[config.mk]
export PLATFORM = sky130hd
export DESIGN_NAME = fir_dsp_core
export DESIGN_NICKNAME = d
export VERILOG_FILES = /design/src/verilog/fir_dsp_pkg.sv /design/src/verilog/dsp_coeff_reg.sv /design/src/verilog/dsp_mult_alu.sv /design/src/verilog/dsp_preadder.sv /design/src/verilog/fir_dsp_core.sv
export SDC_FILE = /design/constraint.sdc
export NUM_CORES = 2
export LEC_CHECK = 0
export BUFFER_PORTS_ARGS = -buffer_cell sky130_fd_sc_hd__buf_2
export CAP_MARGIN = 20
export CORE_MARGIN = 4
export CORE_UTILIZATION = 50
export DETAILED_ROUTE_END_ITERATION = 8
export PLACE_DENSITY = 0.72
export SYNTH_ARGS = -nofsm -noshare
export SYNTH_HDL_FRONTEND = slang
export SYNTH_SLANG_ARGS = --single-unit
[constraint.sdc]
create_clock -name clk_i -period 5.84 [get_ports clk_i]
set_input_delay 1.168 -clock clk_i [delete_from_list [all_inputs] [get_ports clk_i]]
set_output_delay 1.168 -clock clk_i [all_outputs]
set_load 0.03 [all_outputs]
[src/verilog/fir_dsp_pkg.sv]
`default_nettype none

package fir_dsp_pkg;

    //////////////////////////////////////////////////////////////////////
    // Data path widths
    //////////////////////////////////////////////////////////////////////

    // Sample inputs to the pre-adder
    localparam int A_W = 26;
    localparam int D_W = 26;

    // One guard bit so d+a or d-a cannot overflow
    localparam int PREADD_W = 27;

    // Coefficient port and both coefficient registers
    localparam int B_W = 18;

    // Full signed product of the pre-add result and the coefficient
    localparam int PRODUCT_W = 45;

    // Post-adder, C port, cascade and P output
    localparam int P_W = 48;

    //////////////////////////////////////////////////////////////////////
    // Operation selects
    //////////////////////////////////////////////////////////////////////

    // Pre-adder function
    // The A-only modes leave the D input out of the path
    typedef enum logic [1:0] {
        PREADD_D_PLUS_A  = 2'b00,
        PREADD_D_MINUS_A = 2'b01,
        PREADD_A         = 2'b10,
        PREADD_NEG_A     = 2'b11
    } preadd_op_e;

    // Use of the C term in the post-adder
    typedef enum logic [1:0] {
        C_NONE = 2'b00,
        C_ADD  = 2'b01,
        C_SUB  = 2'b10
    } c_mode_e;

endpackage

`default_nettype wire
[src/verilog/dsp_coeff_reg.sv]
`timescale 1ns/1ps
`default_nettype none

module dsp_coeff_reg (
    input  wire                                clk_i,
    input  wire                                rst_n_i,
    input  wire signed [fir_dsp_pkg::B_W-1:0]  b_i,
    input  wire                                load_i,
    input  wire                                update_i,
    output logic signed [fir_dsp_pkg::B_W-1:0] coeff_o,
    output logic signed [fir_dsp_pkg::B_W-1:0] bcout_o
);

    localparam int B_W = fir_dsp_pkg::B_W;

    logic signed [B_W-1:0] stage_q;
    logic signed [B_W-1:0] active_q;

    //////////////////////////////////////////////////////////////////////
    // Staging register
    //////////////////////////////////////////////////////////////////////

    // Also feeds the next tap so a chain loads as a shift register
    always_ff @(posedge clk_i) begin
        if (!rst_n_i) begin
            stage_q <= '0;
        end else if (load_i) begin
            stage_q <= b_i;
        end
    end

    //////////////////////////////////////////////////////////////////////
    // Active register
    //////////////////////////////////////////////////////////////////////

    // Holds the coefficient in use while a new one is staged
    always_ff @(posedge clk_i) begin
        if (!rst_n_i) begin
            active_q <= '0;
        end else if (update_i) begin
            active_q <= stage_q;
        end
    end

    assign bcout_o = stage_q;
    assign coeff_o = active_q;

endmodule

`default_nettype wire

[src/verilog/dsp_mult_alu.sv]
`timescale 1ns/1ps
`default_nettype none

module dsp_mult_alu #(
    parameter fir_dsp_pkg::c_mode_e C_MODE   = fir_dsp_pkg::C_ADD,
    parameter bit                   ADD_PCIN = 1'b1
) (
    input  wire                                     clk_i,
    input  wire                                     rst_n_i,
    input  wire signed [fir_dsp_pkg::PREADD_W-1:0]  preadd_i,
    input  wire signed [fir_dsp_pkg::B_W-1:0]       coeff_i,
    input  wire signed [fir_dsp_pkg::P_W-1:0]       c_i,
    input  wire signed [fir_dsp_pkg::P_W-1:0]       pcin_i,
    output logic signed [fir_dsp_pkg::P_W-1:0]      p_o
);

    localparam int PRODUCT_W = fir_dsp_pkg::PRODUCT_W;
    localparam int P_W       = fir_dsp_pkg::P_W;

    // Multiply stage
    logic signed [PRODUCT_W-1:0] product;
    logic signed [PRODUCT_W-1:0] m_q;
    logic signed [P_W-1:0]       c_q;

    // Post-adder operands
    logic signed [P_W-1:0] m_ext;
    logic signed [P_W-1:0] c_term;
    logic                  c_carry;
    logic signed [P_W-1:0] carry_term;
    logic signed [P_W-1:0] pcin_term;
    logic signed [P_W-1:0] p_d;

    //////////////////////////////////////////////////////////////////////
    // Multiplier and C register
    //////////////////////////////////////////////////////////////////////

    // Both operands widen to the product width before the multiply
    assign product = preadd_i * coeff_i;

    always_ff @(posedge clk_i) begin
        if (!rst_n_i) begin
            m_q <= '0;
            c_q <= '0;
        end else begin
            m_q <= product;
            c_q <= c_i;
        end
    end

    //////////////////////////////////////////////////////////////////////
    // Post-adder operand selection
    //////////////////////////////////////////////////////////////////////

    assign m_ext = {{(P_W-PRODUCT_W){m_q[PRODUCT_W-1]}}, m_q};

    // Subtracting C is ~C plus a carry-in of one
    always_comb begin
        case (C_MODE)
            fir_dsp_pkg::C_ADD: begin
                c_term  = c_q;
                c_carry = 1'b0;
            end
            fir_dsp_pkg::C_SUB: begin
                c_term  = ~c_q;
                c_carry = 1'b1;
            end
            default: begin
                c_term  = '0;
                c_carry = 1'b0;
            end
        endcase
    end

    assign carry_term = {{(P_W-1){1'b0}}, c_carry};

    // Cascade input goes straight into the adder with no register
    assign pcin_term = ADD_PCIN ? pcin_i : '0;

    //////////////////////////////////////////////////////////////////////
    // Post-adder and P register
    //////////////////////////////////////////////////////////////////////

    // Wraps at P_W bits like the hardware accumulator
    assign p_d = m_ext + c_term + pcin_term + carry_term;

    always_ff @(posedge clk_i) begin
        if (!rst_n_i) begin
            p_o <= '0;
        end else begin
            p_o <= p_d;
        end
    end

endmodule

`default_nettype wire

[src/verilog/dsp_preadder.sv]
`timescale 1ns/1ps
`default_nettype none

module dsp_preadder #(
    parameter fir_dsp_pkg::preadd_op_e PREADD_OP = fir_dsp_pkg::PREADD_D_PLUS_A
) (
    input  wire                                     clk_i,
    input  wire                                     rst_n_i,
    input  wire signed [fir_dsp_pkg::A_W-1:0]       a_i,
    input  wire signed [fir_dsp_pkg::D_W-1:0]       d_i,
    output logic signed [fir_dsp_pkg::PREADD_W-1:0] preadd_o
);

    localparam int A_W      = fir_dsp_pkg::A_W;
    localparam int D_W      = fir_dsp_pkg::D_W;
    localparam int PREADD_W = fir_dsp_pkg::PREADD_W;

    // D only enters the sum for the two D modes
    localparam bit USE_D = (PREADD_OP == fir_dsp_pkg::PREADD_D_PLUS_A) ||
                           (PREADD_OP == fir_dsp_pkg::PREADD_D_MINUS_A);

    logic signed [A_W-1:0]      a_q;
    logic signed [PREADD_W-1:0] a_ext;
    logic signed [PREADD_W-1:0] d_ext;
    logic signed [PREADD_W-1:0] preadd_d;

    //////////////////////////////////////////////////////////////////////
    // Input registers
    //////////////////////////////////////////////////////////////////////

    always_ff @(posedge clk_i) begin
        if (!rst_n_i) begin
            a_q <= '0;
        end else begin
            a_q <= a_i;
        end
    end

    assign a_ext = {{(PREADD_W-A_W){a_q[A_W-1]}}, a_q};

    generate
        if (USE_D) begin : g_dreg
            logic signed [D_W-1:0] d_q;

            always_ff @(posedge clk_i) begin
                if (!rst_n_i) begin
                    d_q <= '0;
                end else begin
                    d_q <= d_i;
                end
            end

            assign d_ext = {{(PREADD_W-D_W){d_q[D_W-1]}}, d_q};
        end else begin : g_no_dreg
            // Without a D register the operand is a constant zero
            assign d_ext = '0;
        end
    endgenerate

    //////////////////////////////////////////////////////////////////////
    // Pre-adder and its output register
    //////////////////////////////////////////////////////////////////////

    always_comb begin
        case (PREADD_OP)
            fir_dsp_pkg::PREADD_D_PLUS_A:  preadd_d = d_ext + a_ext;
            fir_dsp_pkg::PREADD_D_MINUS_A: preadd_d = d_ext - a_ext;
            fir_dsp_pkg::PREADD_A:         preadd_d = a_ext;
            fir_dsp_pkg::PREADD_NEG_A:     preadd_d = -a_ext;
            default:                       preadd_d = '0;
        endcase
    end

    always_ff @(posedge clk_i) begin
        if (!rst_n_i) begin
            preadd_o <= '0;
        end else begin
            preadd_o <= preadd_d;
        end
    end

endmodule

`default_nettype wire

[src/verilog/fir_dsp_core.sv]
`timescale 1ns/1ps
`default_nettype none

module fir_dsp_core #(
    parameter fir_dsp_pkg::preadd_op_e PREADD_OP = fir_dsp_pkg::PREADD_D_PLUS_A,
    parameter fir_dsp_pkg::c_mode_e    C_MODE    = fir_dsp_pkg::C_ADD,
    parameter bit                      ADD_PCIN  = 1'b1
) (
    input  wire                                 clk_i,
    input  wire                                 rst_n_i,

    // Data samples into the pre-adder
    input  wire signed [fir_dsp_pkg::A_W-1:0]   a_i,
    input  wire signed [fir_dsp_pkg::D_W-1:0]   d_i,

    // Coefficient load port
    input  wire signed [fir_dsp_pkg::B_W-1:0]   b_i,
    input  wire                                 load_i,
    input  wire                                 update_i,

    // Post-adder terms
    input  wire signed [fir_dsp_pkg::P_W-1:0]   c_i,
    input  wire signed [fir_dsp_pkg::P_W-1:0]   pcin_i,

    // Result and cascade outputs
    output logic signed [fir_dsp_pkg::P_W-1:0]  p_o,
    output logic signed [fir_dsp_pkg::P_W-1:0]  pcout_o,
    output logic signed [fir_dsp_pkg::B_W-1:0]  bcout_o
);

    localparam int PREADD_W = fir_dsp_pkg::PREADD_W;
    localparam int B_W      = fir_dsp_pkg::B_W;

    // Between the stages
    logic signed [PREADD_W-1:0] preadd;
    logic signed [B_W-1:0]      coeff;

    //////////////////////////////////////////////////////////////////////
    // Pre-adder
    //////////////////////////////////////////////////////////////////////

    // Two edges from a and d to the pre-add result
    dsp_preadder #(
        .PREADD_OP (PREADD_OP)
    ) u_preadder (
        .clk_i    (clk_i),
        .rst_n_i  (rst_n_i),
        .a_i      (a_i),
        .d_i      (d_i),
        .preadd_o (preadd)
    );

    //////////////////////////////////////////////////////////////////////
    // Coefficient
    //////////////////////////////////////////////////////////////////////

    dsp_coeff_reg u_coeff (
        .clk_i    (clk_i),
        .rst_n_i  (rst_n_i),
        .b_i      (b_i),
        .load_i   (load_i),
        .update_i (update_i),
        .coeff_o  (coeff),
        .bcout_o  (bcout_o)
    );

    //////////////////////////////////////////////////////////////////////
    // Multiplier and post-adder
    //////////////////////////////////////////////////////////////////////

    // Two more edges to P so C meets the product of samples two cycles older
    dsp_mult_alu #(
        .C_MODE   (C_MODE),
        .ADD_PCIN (ADD_PCIN)
    ) u_mult_alu (
        .clk_i    (clk_i),
        .rst_n_i  (rst_n_i),
        .preadd_i (preadd),
        .coeff_i  (coeff),
        .c_i      (c_i),
        .pcin_i   (pcin_i),
        .p_o      (p_o)
    );

    // Partial sum for the next tap in the chain
    assign pcout_o = p_o;

endmodule

`default_nettype wire

==> summary.md <==
| Metric | Value |
|---|---|
| Final Setup Violations | `15` |
| Root Buffer | `clkbuf_16` |
| Cts hold-fix bufs | `0` |
| P per Cell Area | `199 nW/µm²` |
| Critical Path Fanout Max | `8` |
| Synth warnings | `0` |
| Pre-CTS setup slack | `-0.452 ns` |
| Die width | `249 µm` |
| Period utilization | `1.04` |
| Core area | `57700 µm²` |
| Clock Latency Late Sink | `roughly 0.61 ns` |
| CP Launch Type | `flip-flop` |
| Peak Freq | `approximately 160 MHz` |
| Synth Register Bits | `256` |
| Setup crit end kind | `flip-flop` |
| Setup_tns | `-2.09 ns` |
| Die footprint | `62100 µm²` |
| CP required | `6.30 ns` |
| Pwr Total | `a little over 7 mW` |
| Via Count | `about 23000` |
| Max Slew Vio Count | `0` |
| Die Y | `249 µm` |
| Initial antenna violation count | `4` |
| Unrepaired setup endpoints after global routing | `yes` |
| Tmin final | `6.07 ns` |
| Top_reg_cell synth | `dfxtp_1` |
| Post-route cell area | `35900 µm²` |
| DPL Wire Length | `59.0 mm` |
| # DRC | `0` |
| Syn Nets | `4012` |
| Fill cell count | `4762` |
| Vias in the first global route | `23400` |
| Syn Inst Count | `3137` |
| Post-synthesis cell area | `about 29000 µm²` |
| Number of buffers added on ports | `283` |
| Avg Cell Area, Syn | `9.28 µm²` |
| Static leakage | `between 15 and 20 nW` |
| Final core utilization | `0.622` |
| Placed Instances | `between 4000 and 5000` |
| First drt pass iteration count | `5` |
| CTS H-tree lvls | `1` |
| Clock sinks | `256` |
| Arr. time, crit path | `approximately 6.5 ns` |
| CTS max path bufs | `3` |
| Layout cell share with drive strength beyond 1 | `0.251` |
| Routed WL | `76.4 mm` |
| Final worst slack | `-0.231 ns` |
| RePlAce Congestion | `0.918` |
| Gr usage total | `0.238` |
| First-pass GRT wire length | `121 mm` |
| Synth cell types | `77` |
| Failing checks | `negative setup slack` |
| Rows | `88` |
| Largest net degree at the start of global routing | `132` |
| Cell Area, Placed | `33200 µm²` |
| Type of the most critical hold path | `reg -> reg` |
| Wire length per cell | `17.5 µm` |
| Grt ovf | `0` |
| Max-capacitance violation count | `0` |
| Share of flip-flops with an asynchronous set or reset | `0` |
| Number of flops mapped to enable cells by yosys | `0` |
| Peak VDD IR | `0.339 mV` |
| Num CTS Buffers | `31` |
| Io pins | `284` |
| Number of vias per cell | `5.16` |
| Status | `finished, violations left` |
| Reg clk slew, reported paths | `0.06 ns` |
| DRT iter0 DRCs | `1341` |
| Max_slew headroom | `0.249` |
| Post-route ant nets | `0` |
| Worst hold slack | `between 0.5 and 0.6 ns` |
| Fin. Hold Viols | `0` |
| Initial core utilization | `0.505` |
| Clk_skew | `0.0187 ns` |
| Area growth syn-to-layout | `23.4%` |
| Post-route insts no fill | `4380` |
| Seq/Total Area, Yosys | `0.176` |
| Tightest Pin Transition | `1.10 ns` |
| Final net count | `between 4000 and 5000` |
| WS Path Type | `reg -> reg` |
| CTS tree | `done` |
layer usage:
| layer | share of wire | GRT usage |
|---|---|---|
| met1 | 0.40 | 0.307 |
| met5 | 0 | 0 |
| met4 | 0.042 | 0.0794 |
| met2 | 0.50 | 0.420 |
| met3 | 0.058 | 0.0261 |
cell families after synthesis:
group                      synth area share
and+or+nand+nor                       0.163
buffers and inverters                 0.103
adders and majority gates             0.438
AOI/OAI and AO/OA                    0.0782
DFF                                   0.176
xor gates and xnor gates             0.0274
muxes                                0.0144
registers in the layout, indices dropped and copies added, names as in the netlist:
| signal | count |
|---|---|
| u_preadder.g_dreg.d_q | 26 |
| u_mult_alu.p_o | 48 |
| u_mult_alu.c_q | 48 |
| u_preadder.preadd_o | 27 |
| u_coeff.bcout_o | 18 |
| u_coeff.coeff_o | 18 |
| u_preadder.a_q | 26 |
| u_mult_alu.m_q | 45 |
cell usage in the layout, fill, tap and decap left out, types with 17 or more instances in the layout:
cell type and count:
a21o_1 68, a21oi_1 70, and2_1 279, and2_4 17, buf_12 41, buf_2 282
buf_4 258, buf_6 20, clkbuf_16 35, dfxtp_1 224, dfxtp_2 19, fa_1 496
fa_2 26, ha_1 156, ha_4 25, inv_1 519, inv_2 29, mux2i_1 42
nand2_1 314, nand2b_1 27, nor2_1 170, nor3_1 22, o21ai_0 45, xnor2_1 47
xor2_1 37
repair_timing:
item,4_1_cts,5_1_grt
cloned,2,4
hold endpoints to repair,0,0
buffers inserted,20,27
resized for setup,137,154
pin swaps,69,71
endpoints found under the setup margin,23,24
report_power, final:
| part | leakage, nW | switching (mW) | internal (mW) |
|---|---|---|---|
| logic | 15.1 | 1.77 | 1.20 |
| registers | 2.14 | 0.143 | 1.95 |
| clock network | 0.543 | 0.824 | 1.27 |
synth_stat cells, drive strengths merged (6+ instances only):
master,n,area (µm²)
and2,297,1860
o21ai,63,319
xor2,42,368
inv,549,2060
and4,9,81.3
nor2b,17,106
o21a,17,128
a2111oi,7,62.6
o21bai,14,105
nor2,174,653
nor3b,6,45.0
nand4,15,93.8
dfxtp,256,5120
o31ai,6,50.1
nand2,328,1230
xnor2,49,429
nand2b,27,169
mux2i,42,420
and3,23,146
a211o,8,70.1
buf,56,413
a21oi,89,445
a21o,69,519
nand3,20,100
fa,522,10500
a211oi,11,82.6
ha,183,2290
clkbuf,137,524
a31oi,11,83.8
nor3,28,140
critical path, cell delays in order, from the launching register on:
cell and delay [ns]:
dfxtp_4 0.43, buf_12 0.13, buf_16 0.13, nand2_1 0.08
fa_1 0.54, inv_1 0.06, fa_1 0.56, fa_1 0.47
fa_1 0.52, fa_1 0.50, inv_1 0.05, fa_1 0.47
inv_1 0.06, ha_4 0.23, a21oi_2 0.18, o21ai_1 0.13
a221oi_2 0.34, nor2_1 0.10, a211oi_2 0.21, buf_4 0.17
buf_4 0.12, nand2b_1 0.06, a21oi_2 0.15, xor2_1 0.19
nor2_1 0.06
worst paths after layout:
| check | from | endpoint | slack [ns] | cells after the start |
|---|---|---|---|---|
| worst max-delay path | u_coeff.coeff_o[5] | u_mult_alu.m_q[37] | -0.23 | 24 |
| worst max register to register | u_coeff.coeff_o[5] | u_mult_alu.m_q[37] | -0.23 | 24 |
| worst min register to register | u_coeff.coeff_o[7] | u_coeff.coeff_o[7] | 0.53 | 2 |
| worst min-delay path | u_coeff.coeff_o[7] | u_coeff.coeff_o[7] | 0.53 | 2 |
layout make-up:
cell class	instances	area, µm²	share of cell area
Sequential cell	256	5200	0.145
Clock inverter	14	208	0.00578
Tap cell	765	957	0.0267
Antenna cell	3	7.51	0.000209
Multi-Input combinational cell	2139	22000	0.612
Timing Repair Buffer	610	4580	0.128
Clock buffer	44	915	0.0255
Inverter	549	2060	0.0575
Power figures use the tool's default switching activity.
